<file path="config.mk">
export PLATFORM = sky130hd
export DESIGN_NAME = gfx_demo_dbuf
export DESIGN_NICKNAME = d
export VERILOG_FILES = /design/src/logic/gfx_pkg.sv /design/src/logic/gfx_regs.sv /design/src/logic/gfx_pattern.sv /design/src/logic/fb_dbuf.sv /design/src/logic/vga_scan.sv /design/src/logic/gfx_demo_dbuf.sv
export SDC_FILE = /design/constraint.sdc
export NUM_CORES = 2
export LEC_CHECK = 0
export ABC_AREA = 1
export BUFFER_PORTS_ARGS = -buffer_cell sky130_fd_sc_hd__buf_2
export CORE_MARGIN = 5
export CORE_UTILIZATION = 25
export DETAILED_ROUTE_END_ITERATION = 10
export SLEW_MARGIN = 40
export SYNTH_ARGS = -nofsm -noshare
export SYNTH_HDL_FRONTEND = slang
export SYNTH_SLANG_ARGS = --single-unit
export TNS_END_PERCENT = 30
</file>
<file path="constraint.sdc">
create_clock -name clk -period 12.6 [get_ports clk]
set_input_delay 1.89 -clock clk [delete_from_list [all_inputs] [get_ports clk]]
set_output_delay 1.89 -clock clk [all_outputs]
set_load 0.05 [all_outputs]
</file>
<file path="src/logic/gfx_pkg.sv">
package gfx_pkg;

  // video timing in pixel clocks and lines
  localparam int H_VISIBLE = 16;
  localparam int H_FRONT_PORCH = 2;
  localparam int H_SYNC_PULSE = 3;
  localparam int H_BACK_PORCH = 3;
  localparam int H_WHOLE_LINE = H_VISIBLE + H_FRONT_PORCH + H_SYNC_PULSE + H_BACK_PORCH;

  localparam int V_VISIBLE = 8;
  localparam int V_FRONT_PORCH = 1;
  localparam int V_SYNC_PULSE = 2;
  localparam int V_BACK_PORCH = 1;
  localparam int V_WHOLE_FRAME = V_VISIBLE + V_FRONT_PORCH + V_SYNC_PULSE + V_BACK_PORCH;

  localparam int PIXEL_BITS = 12;
  localparam int COLOR_BITS = 4;

  // buffer address is y * 16 + x
  localparam int FB_X_BITS = 4;
  localparam int FB_Y_BITS = 3;
  localparam int FB_ADDR_BITS = FB_Y_BITS + FB_X_BITS;
  localparam logic [FB_X_BITS-1:0] FB_X_LAST = FB_X_BITS'(H_VISIBLE - 1);
  localparam logic [FB_Y_BITS-1:0] FB_Y_LAST = FB_Y_BITS'(V_VISIBLE - 1);

  // scan counter widths and the positions the scanout compares against
  localparam int H_CNT_BITS = $clog2(H_WHOLE_LINE);
  localparam int V_CNT_BITS = $clog2(V_WHOLE_FRAME);
  localparam logic [H_CNT_BITS-1:0] H_VIS_END = H_CNT_BITS'(H_VISIBLE);
  localparam logic [H_CNT_BITS-1:0] H_SYNC_BEGIN = H_CNT_BITS'(H_VISIBLE + H_FRONT_PORCH);
  localparam logic [H_CNT_BITS-1:0] H_SYNC_END = H_SYNC_BEGIN + H_CNT_BITS'(H_SYNC_PULSE);
  localparam logic [H_CNT_BITS-1:0] H_LAST = H_CNT_BITS'(H_WHOLE_LINE - 1);
  localparam logic [V_CNT_BITS-1:0] V_VIS_END = V_CNT_BITS'(V_VISIBLE);
  localparam logic [V_CNT_BITS-1:0] V_SYNC_BEGIN = V_CNT_BITS'(V_VISIBLE + V_FRONT_PORCH);
  localparam logic [V_CNT_BITS-1:0] V_SYNC_END = V_SYNC_BEGIN + V_CNT_BITS'(V_SYNC_PULSE);
  localparam logic [V_CNT_BITS-1:0] V_LAST = V_CNT_BITS'(V_WHOLE_FRAME - 1);

  localparam int AXIL_ADDR_BITS = 4;
  localparam int AXIL_DATA_BITS = 32;
  localparam logic [AXIL_ADDR_BITS-1:0] REG_CTRL = 4'h0;
  localparam logic [AXIL_ADDR_BITS-1:0] REG_PATTERN = 4'h4;
  localparam logic [AXIL_ADDR_BITS-1:0] REG_STATUS = 4'h8;
  localparam logic [1:0] RESP_OKAY = 2'b00;
  localparam logic [1:0] RESP_SLVERR = 2'b10;

  // mode 3 is decoded as solid
  localparam logic [1:0] MODE_SOLID = 2'd0;
  localparam logic [1:0] MODE_GRADIENT = 2'd1;
  localparam logic [1:0] MODE_CHECKER = 2'd2;

  typedef struct packed {
    logic [COLOR_BITS-1:0] red;
    logic [COLOR_BITS-1:0] grn;
    logic [COLOR_BITS-1:0] blu;
  } rgb_t;

  // raw is the stored word, rgb is the per-channel view
  typedef union packed {
    logic [PIXEL_BITS-1:0] raw;
    rgb_t                  rgb;
  } pixel_u;

  typedef struct packed {
    logic [FB_X_BITS-1:0] x;
    logic [FB_Y_BITS-1:0] y;
    pixel_u               color;
    logic                 last;
  } gfx_pixel_t;

  typedef struct packed {
    rgb_t color;
    logic hsync;
    logic vsync;
    logic de;
  } vga_out_t;

  typedef struct packed {
    logic       run;
    logic [1:0] mode;
    pixel_u     base;
  } gfx_cfg_t;

  typedef struct packed {
    logic                        awvalid;
    logic [AXIL_ADDR_BITS-1:0]   awaddr;
    logic                        wvalid;
    logic [AXIL_DATA_BITS-1:0]   wdata;
    logic [AXIL_DATA_BITS/8-1:0] wstrb;
    logic                        bready;
    logic                        arvalid;
    logic [AXIL_ADDR_BITS-1:0]   araddr;
    logic                        rready;
  } axil_req_t;

  typedef struct packed {
    logic                      awready;
    logic                      wready;
    logic                      bvalid;
    logic [1:0]                bresp;
    logic                      arready;
    logic                      rvalid;
    logic [AXIL_DATA_BITS-1:0] rdata;
    logic [1:0]                rresp;
  } axil_rsp_t;

endpackage

</file>
<file path="src/logic/gfx_regs.sv">
module gfx_regs (
  input  logic               clk,
  input  logic               reset,
  input  gfx_pkg::axil_req_t axil_req,
  output gfx_pkg::axil_rsp_t axil_rsp,
  input  logic               swap,
  input  logic               front,
  output gfx_pkg::gfx_cfg_t  cfg
);

  logic                               wr_fire;
  logic                               rd_fire;
  logic                               bvalid;
  logic [1:0]                         bresp;
  logic                               rvalid;
  logic [gfx_pkg::AXIL_DATA_BITS-1:0] rdata;
  logic [1:0]                         rresp;
  logic [gfx_pkg::AXIL_DATA_BITS-1:0] rd_word;
  logic                               rd_err;
  logic [15:0]                        swap_cnt;

  // address and data must arrive together, and only one write is in flight
  assign wr_fire = axil_req.awvalid && axil_req.wvalid && !bvalid;
  assign rd_fire = axil_req.arvalid && !rvalid;

  always_ff @(posedge clk) begin
    if (reset) begin
      bvalid <= 1'b0;
      cfg    <= '0;
    end else if (wr_fire) begin
      bvalid <= 1'b1;
      bresp  <= gfx_pkg::RESP_SLVERR;
      case (axil_req.awaddr)
        gfx_pkg::REG_CTRL: begin
          bresp <= gfx_pkg::RESP_OKAY;
          if (axil_req.wstrb[0]) begin
            cfg.run <= axil_req.wdata[0];
          end
        end
        gfx_pkg::REG_PATTERN: begin
          bresp <= gfx_pkg::RESP_OKAY;
          if (axil_req.wstrb[0]) begin
            cfg.mode <= axil_req.wdata[1:0];
          end
          // the base colour straddles byte lanes 2 and 3
          if (axil_req.wstrb[2]) begin
            cfg.base.raw[7:0] <= axil_req.wdata[23:16];
          end
          if (axil_req.wstrb[3]) begin
            cfg.base.raw[11:8] <= axil_req.wdata[27:24];
          end
        end
        default: begin
        end
      endcase
    end else if (bvalid && axil_req.bready) begin
      bvalid <= 1'b0;
    end
  end

  always_comb begin
    rd_word = '0;
    rd_err  = 1'b0;
    case (axil_req.araddr)
      gfx_pkg::REG_CTRL:    rd_word[0] = cfg.run;
      gfx_pkg::REG_PATTERN: rd_word = {4'b0, cfg.base.raw, 14'b0, cfg.mode};
      gfx_pkg::REG_STATUS:  rd_word = {swap_cnt, 15'b0, front};
      default:              rd_err = 1'b1;
    endcase
  end

  always_ff @(posedge clk) begin
    if (reset) begin
      rvalid <= 1'b0;
    end else if (rd_fire) begin
      rvalid <= 1'b1;
      rdata  <= rd_word;
      rresp  <= rd_err ? gfx_pkg::RESP_SLVERR : gfx_pkg::RESP_OKAY;
    end else if (rvalid && axil_req.rready) begin
      rvalid <= 1'b0;
    end
  end

  // swap count wraps at 16 bits
  always_ff @(posedge clk) begin
    if (reset) begin
      swap_cnt <= '0;
    end else if (swap) begin
      swap_cnt <= swap_cnt + 16'd1;
    end
  end

  assign axil_rsp.awready = wr_fire;
  assign axil_rsp.wready  = wr_fire;
  assign axil_rsp.bvalid  = bvalid;
  assign axil_rsp.bresp   = bresp;
  assign axil_rsp.arready = !rvalid;
  assign axil_rsp.rvalid  = rvalid;
  assign axil_rsp.rdata   = rdata;
  assign axil_rsp.rresp   = rresp;

endmodule

</file>
<file path="src/logic/gfx_pattern.sv">
module gfx_pattern (
  input  logic                clk,
  input  logic                reset,
  input  gfx_pkg::gfx_cfg_t   cfg,
  input  logic                swap,
  output gfx_pkg::gfx_pixel_t pix,
  output logic                pix_valid,
  input  logic                pix_ready
);

  logic                          busy;
  logic                          wait_swap;
  logic [1:0]                    mode_q;
  gfx_pkg::pixel_u               base_q;
  logic [gfx_pkg::FB_X_BITS-1:0] x_q;
  logic [gfx_pkg::FB_Y_BITS-1:0] y_q;
  gfx_pkg::pixel_u               color;
  logic                          start;

  assign start = !busy && !wait_swap && cfg.run;

  always_ff @(posedge clk) begin
    if (reset) begin
      busy      <= 1'b0;
      wait_swap <= 1'b0;
      x_q       <= '0;
      y_q       <= '0;
    end else if (start) begin
      busy <= 1'b1;
    end else if (busy && pix_ready) begin
      if (pix.last) begin
        // the frame is complete, hold off until the buffers have swapped
        busy      <= 1'b0;
        wait_swap <= 1'b1;
        x_q       <= '0;
        y_q       <= '0;
      end else if (x_q == gfx_pkg::FB_X_LAST) begin
        x_q <= '0;
        y_q <= y_q + 1'b1;
      end else begin
        x_q <= x_q + 1'b1;
      end
    end else if (wait_swap && swap) begin
      wait_swap <= 1'b0;
    end
  end

  // settings are sampled once per frame so a frame is never mixed
  always_ff @(posedge clk) begin
    if (start) begin
      mode_q <= cfg.mode;
      base_q <= cfg.base;
    end
  end

  always_comb begin
    color = base_q;
    case (mode_q)
      gfx_pkg::MODE_GRADIENT: begin
        color.rgb.red = gfx_pkg::COLOR_BITS'(x_q);
        color.rgb.grn = gfx_pkg::COLOR_BITS'(y_q);
      end
      gfx_pkg::MODE_CHECKER: begin
        if (x_q[0] != y_q[0]) begin
          color.rgb.red = ~base_q.rgb.red;
          color.rgb.grn = ~base_q.rgb.grn;
          color.rgb.blu = ~base_q.rgb.blu;
        end
      end
      default: begin
      end
    endcase
  end

  assign pix_valid = busy;
  assign pix.x     = x_q;
  assign pix.y     = y_q;
  assign pix.color = color;
  assign pix.last  = (x_q == gfx_pkg::FB_X_LAST) && (y_q == gfx_pkg::FB_Y_LAST);

endmodule

</file>
<file path="src/logic/fb_dbuf.sv">
module fb_dbuf (
  input  logic                             clk,
  input  logic                             reset,
  input  gfx_pkg::gfx_pixel_t              pix,
  input  logic                             pix_valid,
  output logic                             pix_ready,
  input  logic                             disp_en,
  input  logic                             frame_end,
  input  logic [gfx_pkg::FB_ADDR_BITS-1:0] rd_addr,
  output gfx_pkg::pixel_u                  rd_data,
  output logic                             swap,
  output logic                             front
);

  // one 128-word array per buffer, selected by the front index
  gfx_pkg::pixel_u mem [2][2**gfx_pkg::FB_ADDR_BITS];

  logic                             back_full;
  logic                             wr_en;
  logic [gfx_pkg::FB_ADDR_BITS-1:0] wr_addr;

  assign pix_ready = !back_full;
  assign wr_en     = pix_valid && pix_ready;
  assign wr_addr   = {pix.y, pix.x};

  // before the display is on there is no frame end to wait for,
  // so the first complete frame goes to the front at once
  assign swap = back_full && (frame_end || !disp_en);

  always_ff @(posedge clk) begin
    if (reset) begin
      front     <= 1'b0;
      back_full <= 1'b0;
    end else if (swap) begin
      front     <= !front;
      back_full <= 1'b0;
    end else if (wr_en && pix.last) begin
      back_full <= 1'b1;
    end
  end

  // the generator always fills the buffer that is not on screen
  always_ff @(posedge clk) begin
    if (wr_en) begin
      mem[!front][wr_addr] <= pix.color;
    end
  end

  always_ff @(posedge clk) begin
    rd_data <= mem[front][rd_addr];
  end

endmodule

</file>
<file path="src/logic/vga_scan.sv">
module vga_scan (
  input  logic                             clk,
  input  logic                             reset,
  input  logic                             disp_en,
  output logic [gfx_pkg::FB_ADDR_BITS-1:0] rd_addr,
  input  gfx_pkg::pixel_u                  rd_data,
  output logic                             frame_end,
  output gfx_pkg::vga_out_t                vga
);

  logic [gfx_pkg::H_CNT_BITS-1:0] h_cnt;
  logic [gfx_pkg::V_CNT_BITS-1:0] v_cnt;
  logic                           visible;
  logic                           hsync_q;
  logic                           vsync_q;
  logic                           de_q;

  assign visible = (h_cnt < gfx_pkg::H_VIS_END) && (v_cnt < gfx_pkg::V_VIS_END);

  // the low counter bits index the picture directly
  assign rd_addr = {v_cnt[gfx_pkg::FB_Y_BITS-1:0], h_cnt[gfx_pkg::FB_X_BITS-1:0]};

  // high on the cycle the scan sits on the last visible pixel
  assign frame_end = disp_en && visible &&
                     (rd_addr == {gfx_pkg::FB_Y_LAST, gfx_pkg::FB_X_LAST});

  always_ff @(posedge clk) begin
    if (reset) begin
      h_cnt <= '0;
      v_cnt <= '0;
    end else if (disp_en) begin
      if (h_cnt == gfx_pkg::H_LAST) begin
        h_cnt <= '0;
        if (v_cnt == gfx_pkg::V_LAST) begin
          v_cnt <= '0;
        end else begin
          v_cnt <= v_cnt + 1'b1;
        end
      end else begin
        h_cnt <= h_cnt + 1'b1;
      end
    end
  end

  // sync and de are delayed one stage to line up with the memory read
  always_ff @(posedge clk) begin
    if (reset) begin
      hsync_q <= 1'b0;
      vsync_q <= 1'b0;
      de_q    <= 1'b0;
    end else begin
      hsync_q <= disp_en && (h_cnt >= gfx_pkg::H_SYNC_BEGIN) &&
                 (h_cnt < gfx_pkg::H_SYNC_END);
      vsync_q <= disp_en && (v_cnt >= gfx_pkg::V_SYNC_BEGIN) &&
                 (v_cnt < gfx_pkg::V_SYNC_END);
      de_q    <= disp_en && visible;
    end
  end

  // blanking is forced black
  assign vga.color = de_q ? rd_data.rgb : '0;
  assign vga.hsync = hsync_q;
  assign vga.vsync = vsync_q;
  assign vga.de    = de_q;

endmodule

</file>
<file path="src/logic/gfx_demo_dbuf.sv">
module gfx_demo_dbuf (
  input  logic               clk,
  input  logic               reset,
  input  gfx_pkg::axil_req_t axil_req,
  output gfx_pkg::axil_rsp_t axil_rsp,
  output gfx_pkg::vga_out_t  vga
);

  gfx_pkg::gfx_cfg_t                cfg;
  gfx_pkg::gfx_pixel_t              pix;
  logic                             pix_valid;
  logic                             pix_ready;
  logic                             swap;
  logic                             front;
  logic                             frame_end;
  logic [gfx_pkg::FB_ADDR_BITS-1:0] rd_addr;
  gfx_pkg::pixel_u                  rd_data;
  logic                             disp_en;

  // the screen stays dark until a whole frame has been rendered once
  always_ff @(posedge clk) begin
    if (reset) begin
      disp_en <= 1'b0;
    end else if (swap) begin
      disp_en <= 1'b1;
    end
  end

  gfx_regs regs_inst (
    .clk      (clk),
    .reset    (reset),
    .axil_req (axil_req),
    .axil_rsp (axil_rsp),
    .swap     (swap),
    .front    (front),
    .cfg      (cfg)
  );

  gfx_pattern pattern_inst (
    .clk       (clk),
    .reset     (reset),
    .cfg       (cfg),
    .swap      (swap),
    .pix       (pix),
    .pix_valid (pix_valid),
    .pix_ready (pix_ready)
  );

  fb_dbuf fb_inst (
    .clk       (clk),
    .reset     (reset),
    .pix       (pix),
    .pix_valid (pix_valid),
    .pix_ready (pix_ready),
    .disp_en   (disp_en),
    .frame_end (frame_end),
    .rd_addr   (rd_addr),
    .rd_data   (rd_data),
    .swap      (swap),
    .front     (front)
  );

  vga_scan scan_inst (
    .clk       (clk),
    .reset     (reset),
    .disp_en   (disp_en),
    .rd_addr   (rd_addr),
    .rd_data   (rd_data),
    .frame_end (frame_end),
    .vga       (vga)
  );

endmodule

</file>
==> results.cfg <==
[route]
wl_um = 363700
dr.pass1.iters = 6
drtIter0Drc = 8649
viasPerCell = 4.499
wl_per_cell_um = 19.07
drc_errors = 0
ant_nets = 0
vias = 85770

[placed_design]
numPortBuffers = 71
hpwlAfterDp_um = 198900
gp_congestion = 0.8148
dp_slack_ns = 7.433

[grt]
busiest_layer = met2
grt_antenna_before_repair = 15
use_met3_pct = 2.333
grt_first_pass_wirelength_um = 535200
grt.total_usage_pct = 12.93
grt_max_degree = 186
use_met2_pct = 20.60
use_met1_pct = 17.65
grt_pass1_vias = 81000
grt-ovfl-total = 0

[synth]
async_flop_share_pct = 0
ys_warn_count = 0
synthTopCellsByCount = nand2_1, edfxtp_1, nor2_1, nand3_1, o21ai_0
synth_most_common_cell = nand2_1
synth_area_per_cell_sq_um = 11.05
synth_top_area_share_pct = 71.12
synth_area_sq_mm = 0.1311
yosysUniqueCellTypes = 37
synth-main-ff-cell = edfxtp_1
synthTopCellsByArea = edfxtp_1, nand2_1, nor2_1
synth_cells = 11870
synth_edf_count = 3106
ys_ff_latch = 3176
synth_top_area_cell = edfxtp_1
yosysSeqAreaShare_pct = 72.19

[layout]
layout-drive-gt1-share_pct = 8.263
utilization_pct = 28.83
fillCellCount = 53270
nets = 11910
syn2layout_area_growth_pct = 15.18

[floorplanning]
boundaryPins = 107
die_w_um = 734.3
core_sq_mm = 0.5239
rows = 266
start_util_pct = 25.03
die_area_sq_mm = 0.5391
die_h_um = 734.3

[timing]
max_freq_mhz = 194.0
setup_violations = 0
finalCritPeriodShare_pct = 40.92
slew_headroom_pct = 32.46
clock_skew_ns = 0.05495
min_period_ns = 5.156
rsz0062_at_grt = no
worst_slack_ns = 7.444
final_max_slew_viol_count = 0
hold_viol = 0
tightest_slew_ns = 1.009
tns_ns = 0

[cts]
cts_tree = built
cts_buffers = 328
cts_buffer_depth = 4
clk-insertion-delay-late_ns = 0.88
htree_levels = 5
cts-root-buf = clkbuf_16
cts_hold_buf = 0
cts.clk_slew.worst_paths_ns = 0.07
post-cts-setup-buffers = 0
clock_sinks = 3176
cts_resized = 0

[power]
p_leak_nw = 53.94
p_per_area_mw_per_mm2 = 138.3
peakVddDrop_mv = 0.1061

[setup_path]
arrival_ns = 5.97
required_ns = 13.42
crit_type = register to register
cp_common_cell = nand2_1
worst_path_largest_cell_delay_ns = 0.75
cp_max_fo = 117
crit_slowest_cell = buf_4
startpoint_type = register
endpoint_kind = register
cp_cell_sequence = inv_8 -> buf_4 -> buf_4 -> buf_4 -> nand2_1 -> nand2_1 -> nand2_1 -> o21ai_0 -> nand2_1 -> nand2_1 -> inv_1 -> nand2_1 -> nand3_1 -> nand3_1 -> nand3_1 -> nand2_1

[outcome]
status = finished clean

[run]
cap_violations = 0

[hold_path]
hold_path_class = register to register
## stage by stage
step	instance area, sq um	total power, W	std cells	hold WS (ns)
final	151000	0.02090	19070	0.4742
after detailed placement	140600	0.01175	18480	0.4591
after CTS	150700	0.02103	19050	0.4678
after global routing	151000	0.02145	19060	0.4985
after floorplan	131200	0.01173	11890	0.4082
after global placement	139500	0.01175	18470	0.4520
## cell usage in the layout, fill, tap and decap left out, types with 61 or more instances in the layout
master,instances
nand2_1,3826
edfxtp_1,3106
nor2_1,1307
nand3_1,923
o21ai_0,666
inv_1,542
clkbuf_16,337
a21oi_1,313
buf_4,181
nor2_2,90
clkinv_1,74
nor3_4,73
buf_2,71
clkbuf_1,66
dfxtp_1,65
nor3_1,61
## sequential cells by signal, indices dropped and copies added, names as in the netlist, 2 cells and up, named ones only
| signal | flops |
|---|---|
| pattern_inst.y_q | 3 |
| scan_inst.h_cnt | 5 |
| regs_inst.rdata | 18 |
| fb_inst.rd_data | 12 |
| regs_inst.cfg | 15 |
| pattern_inst.base_q | 12 |
| scan_inst.v_cnt | 4 |
| regs_inst.swap_cnt | 16 |
| fb_inst.mem | 3072 |
| pattern_inst.x_q | 4 |
| pattern_inst.mode_q | 2 |
## final timing paths
check / from / slack [ns] / end / depth (start not counted)
setup / recovery: register / 7.44 / fb_inst.rd_data[6] / 16
hold reg to reg: scan_inst.h_cnt[4] / 0.47 / scan_inst.h_cnt[4] / 2
hold / removal: scan_inst.h_cnt[4] / 0.47 / scan_inst.h_cnt[4] / 2
setup reg to reg: register / 7.44 / fb_inst.rd_data[6] / 16
## routing by layer
metal	vias up	part of all wire, %	routed length [um]
met4	0	3.6	12940
met5	-	0	0
met3	634	7.9	28780
met2	3163	46	167100
met1	41810	43	154800
li1	40160	-	-
## where the power goes
part	total (W)	leakage [nW]	internal [W]	switching [W]
Clock	0.00937	5.00	0.00539	0.00398
Combinational	0.0000812	20.5	0.0000124	0.0000688
Sequential	0.0114	28.5	0.0114	0.00000220
Total	0.0209	53.9	0.0168	0.00405
## cell families (layout without fill, tap and decap cells)
logic type | after synthesis | after routing | synth area share (%)
buf+inv | 1252 | 1456 | 4.165
simple gates | 6348 | 6348 | 19.29
compound gates | 1076 | 1076 | 4.197
other cells | 1 | 24 | 0.002860
flops | 3176 | 3176 | 72.19
fa+ha+maj | 11 | 11 | 0.1050
xor+xnor | 7 | 7 | 0.04675
## critical path, delay by kind of cell, from the launching register on
family                 cells  cell delay (ns)
DFF                        1             0.56
and+or+nand+nor           10             1.32
AOI/OAI and AO/OA          1             0.09
buffers and inverters      5             2.90
## final cells by class
class	count	area, sq um	share of cell area [%]
diodes	8	20.02	0.01325
clock buffers	420	8915	5.902
clock inverters	154	1267	0.8391
inverters	559	2145	1.420
multi-input cells	7458	32410	21.46
flip-flops and latches	3176	94690	62.69
well taps	6968	8718	5.772
repair buffers	323	2885	1.910
Note: power is estimated with default switching activity, not from simulation.
